## config.mk

```make
export PLATFORM = sky130hd
export DESIGN_NAME = sbox_top
export DESIGN_NICKNAME = d
export VERILOG_FILES = /design/src/logic/gf64_pkg.sv /design/src/logic/tower_power13.sv /design/src/logic/sbox_cfg_regs.sv /design/src/logic/sbox_iterator.sv /design/src/logic/sbox_top.sv
export SDC_FILE = /design/constraint.sdc
export NUM_CORES = 1
export LEC_CHECK = 0
export BUFFER_PORTS_ARGS = -buffer_cell sky130_fd_sc_hd__buf_2
export CAP_MARGIN = 20
export CORE_MARGIN = 4
export CORE_UTILIZATION = 45
export DETAILED_ROUTE_END_ITERATION = 7
export PLACE_DENSITY = 0.74
export RECOVER_POWER = 50
export REMOVE_ABC_BUFFERS = 1
export SLEW_MARGIN = 20
export SYNTH_ARGS = -nofsm -noshare
export SYNTH_HDL_FRONTEND = slang
export SYNTH_SLANG_ARGS = --single-unit
```

## constraint.sdc

```tcl
create_clock -name clk -period 7.4 [get_ports clk]
set_input_delay 0.74 -clock clk [delete_from_list [all_inputs] [get_ports clk]]
set_output_delay 0.74 -clock clk [all_outputs]
set_load 0.005 [all_outputs]
```

## src/logic/gf64_pkg.sv

```systemverilog
`default_nettype none

package gf64_pkg;

  localparam int field_width  = 6;
  localparam int gf4_width    = 2;
  localparam int rounds_width = 3;

  typedef enum logic [0:0] {
    addr_rounds,
    addr_mask
  } cfg_addr_e;

  typedef enum logic [1:0] {
    st_idle,
    st_run,
    st_finish
  } iter_state_e;

  // ############################################################
  // GF(4) base operations on tower coefficients
  // ############################################################

  function automatic logic [gf4_width-1:0] gf4_square(input logic [gf4_width-1:0] a);
    return {a[1], a[0] ^ a[1]};
  endfunction

  function automatic logic [gf4_width-1:0] gf4_add(input logic [gf4_width-1:0] a,
                                                   input logic [gf4_width-1:0] b);
    return a ^ b;
  endfunction

  function automatic logic [gf4_width-1:0] gf4_mul(input logic [gf4_width-1:0] a,
                                                   input logic [gf4_width-1:0] b);
    logic t;
    t = a[1] & b[1];
    return {(a[0] & b[1]) ^ (a[1] & b[0]) ^ t, (a[0] & b[0]) ^ t};
  endfunction

  // a^3 is 1 for any nonzero a, so this passes b or clears it
  function automatic logic [gf4_width-1:0] gf4_cube_scale(input logic [gf4_width-1:0] a,
                                                          input logic [gf4_width-1:0] b);
    logic t;
    t = a[0] ^ (~a[0] & a[1]);
    return {t & b[1], t & b[0]};
  endfunction

  // ############################################################
  // basis changes between polynomial and tower
  // ############################################################

  function automatic logic [field_width-1:0] to_tower(input logic [field_width-1:0] a);
    return {a[1] ^ a[2] ^ a[3] ^ a[5],
            a[0] ^ a[1] ^ a[5],
            a[2] ^ a[4],
            a[0] ^ a[2] ^ a[5],
            a[1] ^ a[4] ^ a[5],
            a[0] ^ a[2] ^ a[4] ^ a[5]};
  endfunction

  function automatic logic [field_width-1:0] from_tower(input logic [field_width-1:0] a);
    return {a[1] ^ a[2] ^ a[3] ^ a[4],
            a[0] ^ a[2],
            a[1] ^ a[3] ^ a[5],
            a[0] ^ a[2] ^ a[3],
            a[0] ^ a[3] ^ a[4],
            a[0] ^ a[1] ^ a[2] ^ a[4]};
  endfunction

endpackage

`default_nettype wire

```

## src/logic/tower_power13.sv

```systemverilog
`default_nettype none

module tower_power13 (
  input  wire logic [gf64_pkg::field_width-1:0] a,
  output logic      [gf64_pkg::field_width-1:0] b
);

  import gf64_pkg::*;

  logic [gf4_width-1:0] x0, x1, x2;       // input coefficients
  logic [gf4_width-1:0] sq0, sq1, sq2;    // squares
  logic [gf4_width-1:0] cs01, cs02, cs10, cs12, cs20, cs21;
  logic [gf4_width-1:0] m01, m02, m12;    // products of squares
  logic [gf4_width-1:0] p12, p02, p01;    // plain cross products
  logic [gf4_width-1:0] t0, t1, t2;       // square times cross product
  logic [gf4_width-1:0] c0, c1, c2;

  assign x0 = a[1:0];
  assign x1 = a[3:2];
  assign x2 = a[5:4];

  // ############################################################
  // shared terms
  // ############################################################

  assign sq0 = gf4_square(x0);
  assign sq1 = gf4_square(x1);
  assign sq2 = gf4_square(x2);

  assign cs01 = gf4_cube_scale(x0, x1);
  assign cs02 = gf4_cube_scale(x0, x2);
  assign cs10 = gf4_cube_scale(x1, x0);
  assign cs12 = gf4_cube_scale(x1, x2);
  assign cs20 = gf4_cube_scale(x2, x0);
  assign cs21 = gf4_cube_scale(x2, x1);

  assign m01 = gf4_mul(sq0, sq1);
  assign m02 = gf4_mul(sq0, sq2);
  assign m12 = gf4_mul(sq1, sq2);

  assign p12 = gf4_mul(x1, x2);
  assign p02 = gf4_mul(x0, x2);
  assign p01 = gf4_mul(x0, x1);

  assign t0 = gf4_mul(sq0, p12);
  assign t1 = gf4_mul(sq1, p02);
  assign t2 = gf4_mul(sq2, p01);

  // ############################################################
  // one sum per output coefficient
  // ############################################################

  always_comb begin
    c0 = gf4_add(x0, x1);
    c0 = gf4_add(c0, cs10);
    c0 = gf4_add(c0, cs12);
    c0 = gf4_add(c0, cs20);
    c0 = gf4_add(c0, m01);
    c0 = gf4_add(c0, m02);
    c0 = gf4_add(c0, t0);
    c0 = gf4_add(c0, t2);

    c1 = gf4_add(x1, x2);
    c1 = gf4_add(c1, cs01);
    c1 = gf4_add(c1, cs20);
    c1 = gf4_add(c1, cs21);
    c1 = gf4_add(c1, m01);
    c1 = gf4_add(c1, m12);
    c1 = gf4_add(c1, t0);
    c1 = gf4_add(c1, t1);

    c2 = gf4_add(x0, x2);
    c2 = gf4_add(c2, cs01);
    c2 = gf4_add(c2, cs02);
    c2 = gf4_add(c2, cs12);
    c2 = gf4_add(c2, m02);
    c2 = gf4_add(c2, m12);
    c2 = gf4_add(c2, t1);
    c2 = gf4_add(c2, t2);
  end

  assign b = {c2, c1, c0};

endmodule

`default_nettype wire

```

## src/logic/sbox_cfg_regs.sv

```systemverilog
`default_nettype none

module sbox_cfg_regs (
  input  wire logic                               clk,
  input  wire logic                               reset,
  input  wire logic                               cfg_write,
  input  wire gf64_pkg::cfg_addr_e                cfg_addr,
  input  wire logic [7:0]                         cfg_wdata,
  output logic      [7:0]                         cfg_rdata,
  output logic      [gf64_pkg::rounds_width-1:0]  rounds,
  output logic      [gf64_pkg::field_width-1:0]   mask
);

  import gf64_pkg::*;

  // ############################################################
  // register writes
  // ############################################################

  always_ff @(posedge clk) begin
    if (reset) begin
      rounds <= '0;
      mask   <= '0;
    end else if (cfg_write) begin
      case (cfg_addr)
        addr_rounds: rounds <= cfg_wdata[rounds_width-1:0];  // low bits only
        addr_mask:   mask   <= cfg_wdata[field_width-1:0];
        default:     ;
      endcase
    end
  end

  // zero-extended read-back
  always_comb begin
    cfg_rdata = '0;
    case (cfg_addr)
      addr_rounds: cfg_rdata[rounds_width-1:0] = rounds;
      addr_mask:   cfg_rdata[field_width-1:0]  = mask;
      default:     cfg_rdata = '0;
    endcase
  end

endmodule

`default_nettype wire

```

## src/logic/sbox_iterator.sv

```systemverilog
`default_nettype none

module sbox_iterator (
  input  wire logic                                clk,
  input  wire logic                                reset,
  input  wire logic                                start,
  input  wire logic [gf64_pkg::field_width-1:0]    data_in,
  input  wire logic [gf64_pkg::rounds_width-1:0]   rounds,
  input  wire logic [gf64_pkg::field_width-1:0]    mask,
  output logic      [gf64_pkg::field_width-1:0]    data_out,
  output logic                                     busy,
  output logic                                     done
);

  import gf64_pkg::*;

  iter_state_e             state;
  logic [rounds_width-1:0] count;    // rounds still to go
  logic [field_width-1:0]  tower_q;  // operand in tower basis
  logic [field_width-1:0]  mask_q;   // mask snapshot
  logic [field_width-1:0]  core_out;
  logic                    take;
  logic                    step;

  tower_power13 core (
    .a (tower_q),
    .b (core_out)
  );

  assign take = (state == st_idle) && start;
  assign step = (state == st_run) && (count != '0);

  // ############################################################
  // control
  // ############################################################

  always_ff @(posedge clk) begin
    if (reset) begin
      state    <= st_idle;
      count    <= '0;
      data_out <= '0;
    end else begin
      case (state)
        st_idle: begin
          if (start) begin
            state <= st_run;
            count <= rounds;
          end
        end
        st_run: begin
          if (count != '0) begin
            count <= count - 3'd1;
          end else begin
            data_out <= from_tower(tower_q) ^ mask_q;  // back to polynomial basis
            state    <= st_finish;
          end
        end
        st_finish: state <= st_idle;  // done lasts one cycle
        default:   state <= st_idle;
      endcase
    end
  end

  // ############################################################
  // operand path
  // ############################################################

  always_ff @(posedge clk) begin
    if (take) begin
      tower_q <= to_tower(data_in);
      mask_q  <= mask;
    end else if (step) begin
      tower_q <= core_out;  // one round of x^13
    end
  end

  assign busy = (state == st_run) || (state == st_finish);
  assign done = (state == st_finish);

endmodule

`default_nettype wire

```

## src/logic/sbox_top.sv

```systemverilog
`default_nettype none

module sbox_top (
  input  wire logic                              clk,
  input  wire logic                              reset,
  input  wire logic                              cfg_write,
  input  wire gf64_pkg::cfg_addr_e               cfg_addr,
  input  wire logic [7:0]                        cfg_wdata,
  output logic      [7:0]                        cfg_rdata,
  input  wire logic                              start,
  input  wire logic [gf64_pkg::field_width-1:0]  data_in,
  output logic      [gf64_pkg::field_width-1:0]  data_out,
  output logic                                   busy,
  output logic                                   done
);

  import gf64_pkg::*;

  logic [rounds_width-1:0] rounds;  // cfg to iterator
  logic [field_width-1:0]  mask;

  sbox_cfg_regs regs (
    .clk       (clk),
    .reset     (reset),
    .cfg_write (cfg_write),
    .cfg_addr  (cfg_addr),
    .cfg_wdata (cfg_wdata),
    .cfg_rdata (cfg_rdata),
    .rounds    (rounds),
    .mask      (mask)
  );

  sbox_iterator iter (
    .clk      (clk),
    .reset    (reset),
    .start    (start),
    .data_in  (data_in),
    .rounds   (rounds),
    .mask     (mask),
    .data_out (data_out),
    .busy     (busy),
    .done     (done)
  );

endmodule

`default_nettype wire

```

* Yosys cells after proc, flatten, opt, wreduce, memory -nomap -nowiden
Index checks and enable logic that the tools add are counted.
** Operators by class
- Bitwise gates (word level) :: 134
- Equality and inequality tests :: 5
- $add $sub $neg :: 1
- Mux-type cells :: 10
- Reductions and logical operators :: 12
** Operator list (number)
- $xor 1x1->1 :: 56
- $and 1x1->1 :: 48
- $xor 2x2->2 :: 24
- $mux 6 :: 2
- $pmux 3 s2 :: 2
- $mux 3 :: 3
- $reduce_and 2->1 :: 4
- $ne 2x2->1 const B :: 3
- $xor 6x6->6 :: 1
- $not 1->1 :: 5
- $mux 2 :: 2
- $pmux 2 s2 :: 1
- $reduce_bool 2->1 :: 2
- $reduce_and 3->1 :: 1
- $reduce_bool 3->1 :: 1
- $sub 3x1->3 const B :: 1
- $eq 2x1->1 const B :: 1
- $eq 2x2->1 const B :: 1
- $logic_and 1x1->1 :: 2
- $logic_not 2->1 :: 1
- $logic_or 1x1->1 :: 1
** Storage, ports and cells
- Word-level logic and storage cells :: 169
- Bits in registers :: 32
- Bits of input ports :: 19
- Output and inout bits :: 16

* Longest topological paths before layout
Gate-level depths: netlist of run 1.
- Depth in word-level cells :: 13
- Depth in mapped cells :: 11
- Gate-level depth less buffers :: 9

* By module
A second synthesis of run 1 with hierarchy kept.
** Unflattened totals
- Cells, all modules :: 293
- Area, all modules :: 2765.2 µm²
** Modules (own cells, without submodules)
- sbox_iterator :: seq. area each 580.6 µm², area each 1281.2 µm², instances 1, cells each 119
- tower_power13 :: seq. area each 0.0 µm², area each 1007.2 µm², instances 1, cells each 126
- sbox_cfg_regs :: seq. area each 180.2 µm², area each 476.7 µm², instances 1, cells each 48

* Worst setup path after synthesis of run 1
Ideal clock, no wire load.
- Kind :: reg2reg
- Start point :: reg iter.tower_q[5]
- End point :: reg iter.tower_q[3] (data pin)
- Slack :: 4.592 ns
- Data arrival time :: 2.547 ns
- Buffers on the path :: 2
- Setup time :: 0.261 ns
- Required time :: 7.139 ns
- Stages on the path, launching flop included :: 12
- Clock period less this slack :: 2.808 ns
- Path through :: edfxtp_1 > buf_4 > inv_1 > ha_1 > buf_6 > xnor3_2 > xnor2_1 > a2111oi_2 > a31oi_1 > xnor2_1 > xnor2_1 > o21ai_1
** Between the ends
- Cells in the longest elaborated chain, start to end :: 11
- Elaborated cells between the ends (all ways) :: 39
- Classes of those cells :: 2 x mux; 37 x bitwise
** RTL lines
- start, declared :: RTL line sbox_iterator.sv:19 : logic [field_width-1:0] tower_q;
- start signal, assigned :: RTL line sbox_iterator.sv:70 : tower_q <= to_tower(data_in);
- start signal, assigned :: RTL line sbox_iterator.sv:73 : tower_q <= core_out;
- $and 1x1->1 :: RTL line gf64_pkg.sv:44 : t = a[0] ^ (~a[0] & a[1]);
- $xor 1x1->1 :: RTL line gf64_pkg.sv:44
- $and 1x1->1 :: RTL line gf64_pkg.sv:45 : return {t & b[1], t & b[0]};
- $xor 2x2->2 (5 in a row) :: RTL line gf64_pkg.sv:30 : return a ^ b;
- $xor 2x2->2 * :: RTL line gf64_pkg.sv:30
- $mux 6 * :: RTL line sbox_iterator.sv:72 : end else if (step) begin
- $mux 6 * :: RTL line sbox_iterator.sv:69 : if (take) begin
Every way passes the cells marked *; elsewhere a longest branch is shown, timed or not. The select of a mux whose other input is x is not followed.
A chain may end at the register's enable or synchronous reset.

* Worst setup path after layout of run 1
- Start point :: reg iter.tower_q[5]
- End point :: reg iter.tower_q[5] (data pin)
** Between the ends
- Cells in the longest elaborated chain, start to end :: 10
- Elaborated cells between the ends (all ways) :: 37
- Classes of those cells :: 2 x mux; 35 x bitwise
** RTL lines (RTL line)
- $xor 2x2->2, or another cell as far along (2 in a row) :: gf64_pkg.sv:30
- $xor 2x2->2 / $xor 1x1->1 (equally long branches) :: gf64_pkg.sv:30, gf64_pkg.sv:37
- $xor 2x2->2, or another cell as far along :: gf64_pkg.sv:30
- $xor 2x2->2 / $xor 1x1->1 (equally long branches) (2 in a row) :: gf64_pkg.sv:30, gf64_pkg.sv:37
- $xor 2x2->2 :: gf64_pkg.sv:30
- $xor 2x2->2 * :: gf64_pkg.sv:30
- $mux 6 * :: sbox_iterator.sv:72
- $mux 6 * :: sbox_iterator.sv:69
Marked as above.

==> summary.txt, run 1 <==
Synth
  – Synth area leader: xnor2_1
  – Synthesized area: 2510 sq um
  – FFs w/ async S/R, synth: 0
  – Synth cell types: 45
  – Mapped Avg Cell Area: between 9 and 10 sq um
  – Post-synthesis sequential area ratio: 0.303
  – Main synth FF type: dfxtp_1
  – Synth top area cells: xnor2_1 18%, dfxtp_1 16%, edfxtp_1 14%, ha_1 8.0%, xor2_1 4.2%
  – Synth top area share: 0.181
  – Post-synthesis cell count: 277
  – Yosys warns: 0
  – EDFF count, synth: 12
  – Seq cells post-synth: 32

Global route
  – Gr ovfl total: 0
  – Initial antenna violation count: 0
  – Largest net degree at the start of global routing: 21
  – Vias in the first global route: ~1800
  – Global-route wire length before repair: 8290 um
  – Overall global routing resource usage: 0.157

Setup path
  – Largest stage delay on the critical path: 0.71 ns
  – Worst EP arrival: 3.46 ns
  – Cells along the critical path: inv_1 -> ha_1 -> xnor3_2 -> xnor2_1 -> a2111oi_2 -> a31oi_1 -> xnor2_1 -> xnor2_1 -> o21ai_1
  – Setup crit end kind: flip-flop
  – CP most frequent cell: xnor2_1
  – CP max stage cell: edfxtp_1
  – CP Launch Type: flip-flop
  – Worst endpoint required time: 7.42 ns
  – Top Family by Delay on Critical Path: XOR/XNOR gates
  – CP max FO: 15
  – CP bufs+invs: 1
  – Critical setup path kind: flip-flop to flip-flop

Final layout
  – Most frequent cells in the layout: 52 x xnor2_1, 24 x nand2_1, 23 x buf_2
  – Design area: around 2800 sq um
  – Most common cell after layout, fill and taps aside: xnor2_1
  – Final nets: 335
  – Share of cells above drive strength 1: 0.123
  – Number of inserted diodes: 0
  – Area growth syn-to-layout: 9.91%

Clock network
  – Clk_lat worst skew: 0.29 ns
  – Clock Tree Buf Depth: 2
  – Clock Sinks: 32
  – Post-CTS sizing: 0
  – H-tree Lvls: 2
  – Clock Root Buffer: clkbuf_8
  – Setup Buffers After CTS: 0
  – CTS tree: done
  – Clock-pin slew on the worst setup and hold paths: about 0.070 ns
  – CTS buffer count: 5
  – Post-CTS Hold Fix Bufs: 0

Job
  – Max-Cap Viols: 0

Route
  – DRC: 0
  – Routed vias/inst: 5.02
  – Detailed Route Iter0 Violations: 83
  – DRT Pass-1 Iters: 5
  – Via count: approximately 1900
  – Drt total wl: roughly 4800 um
  – Post-route ant nets: 0
  – WL/cell: 12.9 um

Hold path
  – Min-Delay Path Class: flip-flop to flip-flop

Timing
  – Tmin final: roughly 3.4 ns
  – Actual slew at the worst max-slew pin: 0.975 ns
  – Max-slew violation count: 0
  – Worst Clk Skew: 0.00841 ns
  – Crit share post-route: 0.466
  – RSZ-0062 raised after global routing: no
  – Fmax: 290 MHz
  – Setup TNS: 0 ns
  – Final setup viols: 0
  – Slew HR: 0.348
  – Final setup margin: 3.95 ns
  – Final Hold Viols: 0

Floorplan
  – Core area: between 5000 and 6000 sq um
  – Die Footprint: 6840 sq um
  – Row count: 26
  – Ports: 35
  – Effective utilization at floorplan: 0.477
  – Die span in y: 82.7 um
  – Die X-Extent: between 80 and 90 um

Place
  – Hpwl dp: 3620 um
  – Post-place instance area: 2680 sq um
  – GPL Wtd Cong: 0.810
  – Port bufs: 30
  – Post-place setup slack: around 4 ns

Outcome
  – Outcome: complete, no violations
-- flip-flops by register name, summed over array words and instances, names as in the netlist --
register	count
regs.rounds	3
iter.mask_q	6
iter.count	3
iter.state	2
iter.data_out	6
iter.tower_q	6
regs.mask	6
-- per-layer routing --
| layer | routed length [um] | track usage |
|---|---|---|
| met5 | 0 | 0 |
| met4 | 71 | 0.0539 |
| met3 | 195 | 0.0315 |
| met2 | 2160 | 0.252 |
| met1 | 2360 | 0.208 |
-- per-stage QoR --
stage	hold slack, ns	instances	util
floorplan	0.422	263	-
global placement	0.443	363	0.508
detailed placement	0.445	363	0.508
CTS	0.472	371	0.526
global route	0.474	371	0.524
finish	0.473	371	0.524
-- synth_stat cells, types with 8 or more instances --
master	number
xnor2_1	52
a21oi_1	17
edfxtp_1	12
inv_1	11
mux2i_1	8
nor2_1	20
nand2_1	24
dfxtp_1	20
clkbuf_1	9
nand3_1	9
xor2_1	12
ha_1	16
-- final timing paths --
check                                               start                         to  slack [ns]  cells past startpoint
worst min-delay path            regs.mask[3]$_SDFFE_PP0P_   iter.mask_q[3]$_DFFE_PP_        0.47                      0
worst max-delay path            iter.tower_q[5]$_DFFE_PP_  iter.tower_q[5]$_DFFE_PP_        3.95                      9
worst min register to register  regs.mask[3]$_SDFFE_PP0P_   iter.mask_q[3]$_DFFE_PP_        0.47                      0
worst max register to register  iter.tower_q[5]$_DFFE_PP_  iter.tower_q[5]$_DFFE_PP_        3.95                      9
-- final cells by class --
type / count / area [sq um]
Clock buffer: 7 / 86.3
Clock inverter: 1 / 6.26
Fill cell: 518 / 2510
Inverter: 14 / 52.6
Multi-Input combinational cell: 217 / 1630
Sequential cell: 32 / 761
Tap cell: 70 / 87.6
Timing Repair Buffer: 30 / 141
-- logic make-up after synthesis --
logic type / Yosys count / synth area share
buffers and inverters: 29 / 0.0513
flip-flops: 32 / 0.303
other: 1 / 0.00149
AO/OA/AOI/OAI: 42 / 0.104
AND/OR/NAND/NOR: 77 / 0.145
adder cells (fa/ha/maj): 16 / 0.0797
XOR/XNOR: 69 / 0.270
multiplexers: 11 / 0.0453
Power of run 1 is left out: the tool's default activity adds up to more than one toggle a clock period on the data nets, which glitch-free logic cannot reach.
==> run 2, diff against run 1 <==
Settings changed: PLACE_DENSITY 0.74 to 0.77.
Clock period 7.4 ns to 3.1 ns, I/O delays scaled along.
==> run 2 against run 1 <==
Compared with the run above: sequential cell count unchanged; global-route usage increased by 0.43 points; final area increased by 1.5%; register-to-register slack got worse by 3.7 ns; critical path depth unchanged; first-iteration DRC count decreased by 27%; routed wire length increased by 3.2%; final cell count increased by 1.6%; setup slack got worse by 3.7 ns; sequential share of layout area decreased by 0.41 points; count of clock-buffer cells in the layout unchanged; worst hold slack got worse by 0.20 ns.
==> summary.txt, run 2 (synthesis gave the netlist of run 1 again) <==
Outcome
  – Outcome: complete, no violations

Timing
  – Final hold slack: roughly 0.27 ns
  – Crit share post-route: 0.934
  – Worst Clk Skew: 0.00771 ns
  – RSZ-0062 raised after global routing: no
  – Slew HR: 0.660
  – Final Hold Viols: 0
  – Final setup viols: 0
  – Max-slew violation count: 0
  – Setup TNS: 0 ns
  – Actual slew at the worst max-slew pin: ~0.51 ns
  – Fmax: 346 MHz
  – Tmin final: 2.89 ns

Place
  – Dpl cells: 369
  – GPL Wtd Cong: 0.842
  – Port bufs: 30
  – Hpwl dp: 3840 um

Global route
  – Initial antenna violation count: 0
  – Gr ovfl total: 0
  – Largest net degree at the start of global routing: 21
  – Global-route wire length before repair: 8650 um
  – Overall global routing resource usage: 0.161
  – Vias in the first global route: 1973

Clock network
  – Post-CTS sizing: 0
  – Clock Tree Buf Depth: 2
  – Clock-pin slew on the worst setup and hold paths: 0.07 ns
  – Clk_lat worst skew: roughly 0.28 ns
  – CTS buffer count: 5
  – Clock Root Buffer: clkbuf_8
  – Post-CTS Hold Fix Bufs: 0
  – Clock Sinks: 32
  – H-tree Lvls: 2
  – CTS tree: done
  – Setup Buffers After CTS: 0

Final layout
  – Most frequent cells in the layout: 52 x xnor2_1, 24 x nand2_1, 20 x nor2_1, 20 x buf_2, 20 x dfxtp_1
  – Final nets: between 300 and 400
  – Most common cell after layout, fill and taps aside: xnor2_1
  – Share of cells above drive strength 1: 0.134
  – Final std cells w/o fill: 377
  – Number of inserted diodes: 0
  – Area growth syn-to-layout: 11.6%

Setup path
  – Worst EP arrival: 2.92 ns
  – Setup crit end kind: flip-flop
  – Critical setup path kind: flip-flop to flip-flop
  – CP Launch Type: flip-flop
  – Worst endpoint required time: 3.12 ns
  – CP max FO: 8

Route
  – Via count: around 1900
  – DRC: 0
  – Routed vias/inst: 5.06
  – Drt total wl: 4940 um
  – WL/cell: 13.1 um
  – Post-route ant nets: 0
  – Detailed Route Iter0 Violations: 61
  – DRT Pass-1 Iters: 4

Floorplan
  – Row count: 26
  – Effective utilization at floorplan: 0.477
  – Die Footprint: 6840 sq um
  – Core area: approximately 5300 sq um
  – Die X-Extent: about 83 um
  – Ports: 35
  – Die span in y: 82.7 um

Hold path
  – Min-Delay Path Class: input pin to flip-flop

Job
  – Max-Cap Viols: 0
[run 2: layout make-up]
cell class                      count  area [sq um]
Fill cell                         503          2470
Multi-Input combinational cell    217          1630
Sequential cell                    32           761
Timing Repair Buffer               36           183
Tap cell                           70          87.6
Clock buffer                        7          86.3
Inverter                           14          52.6
Clock inverter                      1          6.26
[run 2: path summary, 6_finish.rpt]
| path | from | to | slack [ns] | depth (start not counted) |
|---|---|---|---|---|
| worst min register to register | regs.mask[4]$_SDFFE_PP0P_ | iter.mask_q[4]$_DFFE_PP_ | 0.46 | 0 |
| worst max register to register | iter.tower_q[5]$_DFFE_PP_ | iter.tower_q[3]$_DFFE_PP_ | 0.21 | 9 |
| worst max-delay path | iter.tower_q[5]$_DFFE_PP_ | iter.tower_q[3]$_DFFE_PP_ | 0.21 | 9 |
| worst min-delay path | cfg_wdata[2] | regs.rounds[2]$_SDFFE_PP0P_ | 0.27 | 3 |
[run 2: through the flow]
step | util | area [sq um] | setup slack (ns)
2_1_floorplan | - | 2440 | 0.184
3_3_place_gp | 0.517 | 2720 | 0.311
3_5_place_dp | 0.517 | 2720 | 0.234
4_1_cts | 0.534 | 2820 | 0.209
5_1_grt | 0.532 | 2800 | 0.0384
6_report | 0.532 | 2800 | 0.206
[run 2: worst max-delay path: stages (launching register included)]
cell,delay [ns]
edfxtp_1,0.34
inv_1,0.08
ha_1,0.43
xnor3_2,0.53
xnor2_1,0.16
a2111oi_2,0.37
a31oi_1,0.15
xnor2_1,0.33
xnor2_1,0.17
o21ai_1,0.08
[run 2: layer usage]
layer | vias up | wire [um] | global-route usage
met2 | 42 | 2340 | 0.271
met1 | 871 | 2300 | 0.210
met4 | 0 | 76 | 0.0474
met3 | 8 | 228 | 0.0282
met5 | - | 0 | 0
li1 | 986 | - | -
Power of run 2 is left out for the same reason.
